## src/hw/rv32i_types.sv

```systemverilog
package rv32i_types;

    localparam int XLEN    = 32;
    localparam int ORDER_W = 64;
    localparam int REG_W   = 5;
    localparam int MASK_W  = XLEN / 8;

    typedef enum logic [6:0] {
        op_lui   = 7'b0110111,
        op_auipc = 7'b0010111,
        op_jal   = 7'b1101111,
        op_jalr  = 7'b1100111,
        op_br    = 7'b1100011,
        op_load  = 7'b0000011,
        op_store = 7'b0100011,
        op_imm   = 7'b0010011,
        op_reg   = 7'b0110011
    } rv32i_opcode_t;

    // low three bits follow funct3, bit 3 is funct7[5]
    typedef enum logic [3:0] {
        add_alu  = 4'b0000,
        sll_alu  = 4'b0001,
        slt_alu  = 4'b0010,
        sltu_alu = 4'b0011,
        xor_alu  = 4'b0100,
        srl_alu  = 4'b0101,
        or_alu   = 4'b0110,
        and_alu  = 4'b0111,
        sub_alu  = 4'b1000,
        sra_alu  = 4'b1101
    } alu_ops_t;

    // branch funct3 encoding
    typedef enum logic [2:0] {
        beq_cmp  = 3'b000,
        bne_cmp  = 3'b001,
        blt_cmp  = 3'b100,
        bge_cmp  = 3'b101,
        bltu_cmp = 3'b110,
        bgeu_cmp = 3'b111
    } cmp_ops_t;

    typedef enum logic {
        rs1_v_alu_ex,
        pc_out_alu_ex
    } alu_m1_sel_t;

    typedef enum logic [2:0] {
        i_imm_alu_ex,
        u_imm_alu_ex,
        b_imm_alu_ex,
        s_imm_alu_ex,
        j_imm_alu_ex,
        rs2_v_alu_ex
    } alu_m2_sel_t;

    typedef enum logic {
        rs2_v_cmp_ex,
        i_imm_cmp_ex
    } cmp_m_sel_t;

    typedef enum logic [2:0] {
        lb_mem  = 3'b000,
        lh_mem  = 3'b001,
        lw_mem  = 3'b010,
        lbu_mem = 3'b100,
        lhu_mem = 3'b101
    } load_ops_t;

    typedef enum logic [1:0] {
        sb_mem = 2'b00,
        sh_mem = 2'b01,
        sw_mem = 2'b10
    } store_ops_t;

    typedef enum logic [1:0] {
        alu_out_wb,
        br_en_wb,
        u_imm_wb,
        pc_4_wb
    } wb_m_sel_t;

    typedef struct packed {
        alu_ops_t    alu_ops;
        cmp_ops_t    cmp_ops;
        alu_m1_sel_t alu_m1_sel;
        alu_m2_sel_t alu_m2_sel;
        cmp_m_sel_t  cmp_m_sel;
    } ex_signal_t;

    typedef struct packed {
        logic       mem_read;
        logic       mem_write;
        load_ops_t  load_ops;
        store_ops_t store_ops;
    } mem_signal_t;

    typedef struct packed {
        logic      regf_we;
        wb_m_sel_t wb_m_sel;
    } wb_signal_t;

    typedef struct packed {
        logic [XLEN-1:0]    inst;
        logic [XLEN-1:0]    pc;
        logic [ORDER_W-1:0] order;
        ex_signal_t         ex_signal;
        mem_signal_t        mem_signal;
        wb_signal_t         wb_signal;
        logic [XLEN-1:0]    i_imm;
        logic [XLEN-1:0]    s_imm;
        logic [XLEN-1:0]    b_imm;
        logic [XLEN-1:0]    u_imm;
        logic [XLEN-1:0]    j_imm;
        logic [XLEN-1:0]    rs1_v;
        logic [XLEN-1:0]    rs2_v;
        logic [REG_W-1:0]   rs1_s;
        logic [REG_W-1:0]   rs2_s;
        logic [REG_W-1:0]   rd_s;
    } id_ex_t;

    typedef struct packed {
        logic [XLEN-1:0]    inst;
        logic [XLEN-1:0]    pc;
        logic [ORDER_W-1:0] order;
        mem_signal_t        mem_signal;
        wb_signal_t         wb_signal;
        logic [XLEN-1:0]    alu_out;
        logic [XLEN-1:0]    br_en;
        logic [XLEN-1:0]    u_imm;
        logic [XLEN-1:0]    rs1_v;
        logic [XLEN-1:0]    rs2_v;
        logic [REG_W-1:0]   rs1_s;
        logic [REG_W-1:0]   rs2_s;
        logic [REG_W-1:0]   rd_s;
        logic [XLEN-1:0]    mem_addr;
        logic [MASK_W-1:0]  mem_rmask;
        logic [MASK_W-1:0]  mem_wmask;
        logic [XLEN-1:0]    mem_wdata;
    } ex_mem_t;

endpackage

```

## src/hw/decode_stage.sv

```systemverilog
`timescale 1ns/1ns

module decode_stage
import rv32i_types::*;
(
    input  logic            clk,
    input  logic            rst,
    input  logic            in_valid,
    input  logic [XLEN-1:0] inst,
    input  logic [XLEN-1:0] pc,
    input  logic [XLEN-1:0] rs1_v,
    input  logic [XLEN-1:0] rs2_v,
    output id_ex_t          id_ex,
    output logic            id_valid
);

    logic [6:0]         opcode;
    logic [2:0]         funct3;
    logic [6:0]         funct7;
    logic               is_slt;
    logic               legal;
    logic [ORDER_W-1:0] order_q;

    assign opcode = inst[6:0];
    assign funct3 = inst[14:12];
    assign funct7 = inst[31:25];
    // slt and sltu take the comparator result
    assign is_slt = (funct3[2:1] == 2'b01);

    always_comb begin
        id_ex = '0;
        legal = 1'b1;

        id_ex.inst  = inst;
        id_ex.pc    = pc;
        id_ex.order = order_q;
        id_ex.rs1_v = rs1_v;
        id_ex.rs2_v = rs2_v;
        id_ex.rs1_s = inst[19:15];
        id_ex.rs2_s = inst[24:20];
        id_ex.rd_s  = inst[11:7];

        id_ex.i_imm = {{(XLEN-11){inst[31]}}, inst[30:20]};
        id_ex.s_imm = {{(XLEN-11){inst[31]}}, inst[30:25], inst[11:7]};
        id_ex.b_imm = {{(XLEN-12){inst[31]}}, inst[7], inst[30:25], inst[11:8], 1'b0};
        id_ex.u_imm = {inst[31:12], 12'h000};
        id_ex.j_imm = {{(XLEN-20){inst[31]}}, inst[19:12], inst[20], inst[30:21], 1'b0};

        id_ex.ex_signal.alu_ops    = add_alu;
        id_ex.ex_signal.cmp_ops    = beq_cmp;
        id_ex.ex_signal.alu_m1_sel = rs1_v_alu_ex;
        id_ex.ex_signal.alu_m2_sel = i_imm_alu_ex;
        id_ex.ex_signal.cmp_m_sel  = rs2_v_cmp_ex;
        id_ex.mem_signal.load_ops  = lw_mem;
        id_ex.mem_signal.store_ops = sw_mem;
        id_ex.wb_signal.wb_m_sel   = alu_out_wb;

        case (opcode)
            op_lui: begin
                id_ex.ex_signal.alu_m2_sel = u_imm_alu_ex;
                id_ex.wb_signal.regf_we    = 1'b1;
                id_ex.wb_signal.wb_m_sel   = u_imm_wb;
            end
            op_auipc: begin
                id_ex.ex_signal.alu_m1_sel = pc_out_alu_ex;
                id_ex.ex_signal.alu_m2_sel = u_imm_alu_ex;
                id_ex.wb_signal.regf_we    = 1'b1;
            end
            op_jal: begin
                id_ex.ex_signal.alu_m1_sel = pc_out_alu_ex;
                id_ex.ex_signal.alu_m2_sel = j_imm_alu_ex;
                id_ex.wb_signal.regf_we    = 1'b1;
                id_ex.wb_signal.wb_m_sel   = pc_4_wb;
            end
            op_jalr: begin
                id_ex.wb_signal.regf_we  = 1'b1;
                id_ex.wb_signal.wb_m_sel = pc_4_wb;
                legal = (funct3 == 3'b000);
            end
            op_br: begin
                // target on the alu, condition on the comparator
                id_ex.ex_signal.alu_m1_sel = pc_out_alu_ex;
                id_ex.ex_signal.alu_m2_sel = b_imm_alu_ex;
                id_ex.ex_signal.cmp_ops    = cmp_ops_t'(funct3);
                legal = (funct3[2:1] != 2'b01);
            end
            op_load: begin
                id_ex.mem_signal.mem_read = 1'b1;
                id_ex.mem_signal.load_ops = load_ops_t'(funct3);
                id_ex.wb_signal.regf_we   = 1'b1;
                legal = (funct3 != 3'b011) && (funct3[2:1] != 2'b11);
            end
            op_store: begin
                id_ex.ex_signal.alu_m2_sel  = s_imm_alu_ex;
                id_ex.mem_signal.mem_write  = 1'b1;
                id_ex.mem_signal.store_ops  = store_ops_t'(funct3[1:0]);
                legal = (funct3 == 3'b000) || (funct3 == 3'b001) || (funct3 == 3'b010);
            end
            op_imm: begin
                id_ex.ex_signal.alu_ops   = alu_ops_t'({(funct3 == 3'b101) & funct7[5], funct3});
                id_ex.ex_signal.cmp_m_sel = i_imm_cmp_ex;
                id_ex.ex_signal.cmp_ops   = funct3[0] ? bltu_cmp : blt_cmp;
                id_ex.wb_signal.regf_we   = 1'b1;
                id_ex.wb_signal.wb_m_sel  = is_slt ? br_en_wb : alu_out_wb;
            end
            op_reg: begin
                id_ex.ex_signal.alu_ops    = alu_ops_t'({(funct3 == 3'b000 || funct3 == 3'b101)
                                                         & funct7[5], funct3});
                id_ex.ex_signal.alu_m2_sel = rs2_v_alu_ex;
                id_ex.ex_signal.cmp_ops    = funct3[0] ? bltu_cmp : blt_cmp;
                id_ex.wb_signal.regf_we    = 1'b1;
                id_ex.wb_signal.wb_m_sel   = is_slt ? br_en_wb : alu_out_wb;
            end
            default: begin
                legal = 1'b0;
            end
        endcase
    end

    assign id_valid = in_valid & legal;

    // retire order, advanced only by legal instructions
    always_ff @(posedge clk) begin
        if (rst) begin
            order_q <= '0;
        end else if (id_valid) begin
            order_q <= order_q + 1'b1;
        end
    end

endmodule

```

## config.mk

```make
export PLATFORM = sky130hd
export DESIGN_NAME = decode_stage
export DESIGN_NICKNAME = d
export VERILOG_FILES = /design/src/hw/rv32i_types.sv /design/src/hw/decode_stage.sv
export SDC_FILE = /design/constraint.sdc
export NUM_CORES = 1
export LEC_CHECK = 0
export BUFFER_PORTS_ARGS = -buffer_cell sky130_fd_sc_hd__buf_2
export CAP_MARGIN = 20
export CORE_AREA = 2 2 203 205
export CTS_CLUSTER_DIAMETER = 80
export CTS_CLUSTER_SIZE = 28
export DETAILED_ROUTE_END_ITERATION = 8
export DIE_AREA = 0 0 205 207
export SYNTH_ARGS = -nofsm -noshare
export SYNTH_HDL_FRONTEND = slang
export SYNTH_SLANG_ARGS = --single-unit
```

## constraint.sdc

```tcl
create_clock -name clk -period 3.3 [get_ports clk]
set_input_delay 0.825 -clock clk [delete_from_list [all_inputs] [get_ports clk]]
set_output_delay 0.825 -clock clk [all_outputs]
set_load 0.03 [all_outputs]
```

==> flow_summary.ini, run 1 <==
[outcome]
status = finished clean

[global_route]
grt_pass1_vias = 4277
grt_usage = 0.0852
grt_max_degree = 77
grt_pass1_wl_um = 27300
antenna_found_initial = 0
grt_overflow = 0

[detailed_routing]
drtAntennaViolNets = 0
wirelength_um = 18900
drcViolationCount = 0
dr.pass1.iters = 4
num_vias = 4567
drtIter0Drc = 254
routed_via_density = 3.94
wl_per_cell_um = 16.3

[clocking]
cts_sinks = 64
cts.path.max_buffers = 2
ctsHoldBuffers = 0
cts.htree.levels = 3
cts_tree = built
clk_latency_ns = 0.34
path_clk_slew_ns = 0.05
root_buffer = clkbuf_16
numCtsBuffers = 9
post_cts_buffers = 0
cts_resized = 0

[final_layout]
area_growth_pct = -9.11
design_area_mm2 = 0.00549
reg.largest.list = order_q: 64 flops
largest_register_ff_count = 64
final_layout_size_suffix_gt1_frac = 0.286
regMostFlops = order_q
diodes = 0
fin_nets = 753
finish.utilization = 0.136

[power_and_ir_drop]
internal_power_w = 0.00143
p_sw_w = 0.000472
p_leak_nw = 1.98
switching_share = 0.248
clockPowerShare = 0.513
pwr-share-comb = 0.081
powerDensity_mw_per_mm2 = 347
seqPwrFrac = 0.406
ir_worst_vdd_mv = 0.197

[setup_path]
worstSetupEndpoint = id_ex[243]
start_kind = input port
critical_path_class = input port to primary output
ff2ff_setup_slack_ns = 0.76
worstPathMaxFanout = 12
r2r_end = order_q[42]$_SDFFE_PP0P_
cp-end-kind = primary output
reg2reg_from = order_q[26]$_SDFFE_PP0P_
reg2regPathDepth = 6
worstSetupStartpoint = inst[4]
required_ns = 2.47
cp.arrival_ns = 2.35

[sta]
max_freq_mhz = 315
slew_viol_final = 0
max_slew_margin = 0.323
finalCriticalPeriod_ns = 3.18
setup_viol = 0
post-route-period-util = 0.963
worstMarginPinSlew_ns = 1.02
hold_ws_ns = 0.492
hold_viol_final = 0
skew_ns = 0.0107

[synthesis]
ys.flop_type = dfxtp_1
syn_area_per_cell_um2 = 7.73
synthCells = 782
synth.area.top_cells = buf_4 38%, dfxtp_1 21%, a21oi_1 4.2%
synth_edf_count = 0
synth_cell_type_count = 54
yosysTopAreaCellShare = 0.376
post-synth-top-area-cell = buf_4
ys_seq_area_frac = 0.212
synth-seq-cells = 64
ys_warn_count = 0
synth_commonest_cells = 303 x buf_4, 64 x dfxtp_1, 51 x a21oi_1
netlist_area_mm2 = 0.00604
synth.most_common_cell = buf_4
synth-async-reset-ratio = 0

[placement]
place_area_mm2 = 0.00519
hpwl_um = 15000
port_buffers = 122
gp_congestion = 0.786

[floorplan]
rows = 74
die_area_mm2 = 0.0424
dieWidth_um = 205
initial_core_util = 0.150
fp.coreArea_mm2 = 0.0404
die_y_um = 207
ios = 521

[hold_path]
worstHoldStart = order_q[61]$_SDFFE_PP0P_
hp-class = flip-flop to flip-flop

[flow_run]
maxCapViolCount = 0
-- critical path, stage by stage --
cell,delay [ns]
buf_2,0.17
or4b_2,0.70
nor3_1,0.25
buf_4,0.18
nand2b_1,0.05
buf_2,0.17
-- power groups by stage --
stage	combinational (W)	clock [W]	sequential (W)
finish	0.000155	0.000978	0.000774
global route	0.000166	0.00104	0.000773
CTS	0.000155	0.00101	0.000774
detailed placement	0.000155	0	0.000790
global placement	0.000154	0	0.000790
floorplan	0.000741	0	0.000791
-- layout make-up --
cell class              count  area, µm²
clock inverters             3       40.0
fillers                  4707      34900
inverters                  15       56.3
well taps                 532        666
repair buffers            147        811
multi-input cells         384       2380
clock buffers              13        260
flip-flops and latches     64       1280
-- cell families after synthesis --
family,Yosys count,synth area share
AO/OA/AOI/OAI,118,0.127
XOR/XNOR,5,0.00725
adder cells (fa/ha/maj),1,0.00207
buffers and inverters,347,0.407
flip-flops,64,0.212
multiplexers,9,0.0166
other,1,0.000621
AND/OR/NAND/NOR,237,0.228
-- cells in the final DEF, fill, tap and decap left out, drive strengths merged, types with 8 or more instances in the layout --
master,netlist,routed
a21oi,51,51
and2,8,8
buf,312,147
clkbuf,20,13
conb,1,14
dfxtp,64,64
inv,15,15
mux2,8,8
nand2,41,41
nand3,23,23
nand4,29,29
nor2,29,29
nor2b,8,8
nor3,8,8
nor4,15,15
o21ai,12,12
o31ai,31,31
or3,14,14
or4,30,30
-- per-stage QoR --
stage,setup WS (ns),TNS (ns),total power (W),instances
after floorplan,-0.321,-1.69,0.00153,795
after global placement,0.116,0,0.000944,1142
after detailed placement,0.107,0,0.000945,1142
after CTS,0.116,0,0.00194,1158
after global routing,-0.000121,-0.000121,0.00197,1158
final,0.122,0,0.00191,1158
-- how the worst min path moves through the flow --
stage                               endpoint  cells past startpoint
floorplan           order_q[61]$_SDFFE_PP0P_                      2
global placement    order_q[37]$_SDFFE_PP0P_                      2
detailed placement  order_q[61]$_SDFFE_PP0P_                      2
CTS                 order_q[61]$_SDFFE_PP0P_                      2
global route        order_q[61]$_SDFFE_PP0P_                      2
finish              order_q[61]$_SDFFE_PP0P_                      2
-- per-layer routing --
layer | track usage | up-vias | share of wire
li1 | - | 2119 | -
met1 | 0.0901 | 2099 | 0.37
met2 | 0.137 | 246 | 0.46
met3 | 0.0387 | 101 | 0.11
met4 | 0.0533 | 2 | 0.054
met5 | 0.00691 | - | 0.0022
(Power assumes the default switching activity.)
==> run 2: changes to the inputs <==
--- a/config.mk
+++ b/config.mk
@@ -12,6 +12,7 @@
 export CTS_CLUSTER_SIZE = 28
 export DETAILED_ROUTE_END_ITERATION = 8
 export DIE_AREA = 0 0 205 207
+export REMOVE_ABC_BUFFERS = 1
 export SYNTH_ARGS = -nofsm -noshare
 export SYNTH_HDL_FRONTEND = slang
 export SYNTH_SLANG_ARGS = --single-unit
==> run 2 against run 1 <==
Effect of this change: clock power grew 17%; worst hold slack gained 0.0026 ns; non-clock buffer count shrank 4; utilization is essentially flat; wire length grew 120%; via count grew 8.6%; critical endpoint is now id_ex[242]; largest cell class unchanged.
==> flow_summary.ini, run 2 (synthesis results as in run 1) <==
[sta]
post-route-period-util = 0.960
skew_ns = 0.0104
fin_setup_tns_ns = 0
worstMarginPinSlew_ns = 0.851
max_slew_margin = 0.433
setup_viol = 0
hold_viol_final = 0
slew_viol_final = 0
max_freq_mhz = 316
finalCriticalPeriod_ns = 3.17
fin_ws_ns = 0.132
rsz0062_at_grt = no

[setup_path]
reg2reg_from = order_q[26]$_SDFFE_PP0P_
cp_slowest_stage_delay_ns = 0.70
crit_family = simple AND/OR/NAND/NOR gates
worstSetupEndpoint = id_ex[242]
cp_num_buf_inv = 2
r2r_end = order_q[44]$_SDFFE_PP0P_
worstPathCellList = buf_2 -> or4b_2 -> nor3_1 -> and2_1 -> buf_2
worstPathMaxFanout = 12
critical_path_class = input port to primary output
reg2regPathDepth = 5
crit_cells = 5
cp-end-kind = primary output
cp.arrival_ns = 2.34
ff2ff_setup_slack_ns = 0.71
worstSetupStartpoint = inst[4]
cp_common_cell = buf_2
required_ns = 2.47
start_kind = input port
slowest_stage = or4b_2

[final_layout]
reg.largest.list = order_q: 64 flops
regArea_mm2 = 0.00128
final_cells = 1154
fin_nets = 749
area_growth_pct = -8.88
multi_input_area_mm2 = 0.00238
diodes = 0
fillers = 4669
regMostFlops = order_q
design_area_mm2 = 0.00551
final_cell_mix = 122 x buf_2, 64 x dfxtp_1, 51 x a21oi_1
largest_register_ff_count = 64
final_layout_size_suffix_gt1_frac = 0.285
final_common_cell = buf_2

[global_route]
grt_overflow = 0
antenna_found_initial = 0
grt_usage = 0.187
grt_pass1_vias = 4353
grt_max_degree = 77
grt_pass1_wl_um = 50200

[clocking]
cts_sinks = 64
numCtsBuffers = 9
path_clk_slew_ns = 0.06
cts_tree = built
root_buffer = clkbuf_16
clk_latency_ns = 0.34
cts.htree.levels = 3
cts.path.max_buffers = 2
post_cts_buffers = 0

[outcome]
status = finished clean

[placement]
port_buffers = 122
hpwl_um = 37400
dp_worst_setup_slack_ns = 0.0575
place_area_mm2 = 0.00514
gp_congestion = 0.822
placedCellCount = 1137

[detailed_routing]
drcViolationCount = 0
drtAntennaViolNets = 0
num_vias = 4961
dr.pass1.iters = 5
routed_via_density = 4.30
wirelength_um = 41500
wl_per_cell_um = 35.9
drtIter0Drc = 394

[floorplan]
die_y_um = 207
ios = 521
dieWidth_um = 205
initial_core_util = 0.150
fp.coreArea_mm2 = 0.0404
die_area_mm2 = 0.0424
rows = 74

[power_and_ir_drop]
powerDensity_mw_per_mm2 = 375
p_leak_nw = 1.97
ir_worst_vdd_mv = 0.175

[flow_run]
maxCapViolCount = 0

[hold_path]
hp-class = flip-flop to flip-flop
worstHoldStart = order_q[59]$_SDFFE_PP0P_
## run 2: changes by cell type in the layout (fill, tap and decap cells not counted), moves of 2 or more
cell,previous run,this run
buf_4,24,20
bufinv_16,1,3
clkbuf_1,2,0
clkinv_2,2,0
clkinvlp_4,0,2
## run 2: worst min path at each step
stage          slack, ns  cells past startpoint                       end
6_report            0.49                      2  order_q[59]$_SDFFE_PP0P_
3_3_place_gp        0.47                      2  order_q[59]$_SDFFE_PP0P_
3_5_place_dp        0.48                      2  order_q[59]$_SDFFE_PP0P_
4_1_cts             0.49                      2  order_q[57]$_SDFFE_PP0P_
5_1_grt             0.52                      2  order_q[61]$_SDFFE_PP0P_
2_1_floorplan       0.60                      2  order_q[61]$_SDFFE_PP0P_
## run 2: timing repair
action | CTS | global route
hold endpoints to repair | 0 | 0
gates resized for setup | 0 | 1
setup endpoints to repair | 0 | 1
hold buffers | 0 | 0
## run 2: where the power goes
part           internal (W)  switching (W)  leakage (nW)
sequential         0.000773    0.000000442         0.515
combinational     0.0000336       0.000115          1.29
clock              0.000761       0.000384         0.165
## run 2: routing by layer
layer,vias to the layer above,global-route usage,part of all wire
met5,-,0.0104,0
met1,2248,0.105,0.19
li1,2111,-,-
met4,0,0.218,0.14
met2,504,0.331,0.50
met3,98,0.132,0.17
## run 2: cell type report
cell class                      instances  share of cell area
Inverter                               15              0.0102
Sequential cell                        64               0.233
Clock buffer                           10              0.0434
Tap cell                              532               0.121
Clock inverter                          6              0.0207
Timing Repair Buffer                  143               0.140
Multi-Input combinational cell        384               0.432
## run 2: worst reg2reg max path: stages, from the launching register on
cell,delay [ns]
dfxtp_1,0.44
nand4_1,0.30
nor4_1,0.69
nand4_1,0.31
nor4_1,0.36
mux2_2,0.37
## run 2: per-stage QoR
| step | utilization | total power [W] | hold slack [ns] |
|---|---|---|---|
| 2_1_floorplan | - | 0.000841 | 0.597 |
| 3_3_place_gp | 0.127 | 0.000937 | 0.469 |
| 3_5_place_dp | 0.127 | 0.000938 | 0.482 |
| 4_1_cts | 0.136 | 0.00208 | 0.491 |
| 5_1_grt | 0.136 | 0.00213 | 0.519 |
| 6_report | 0.136 | 0.00207 | 0.494 |
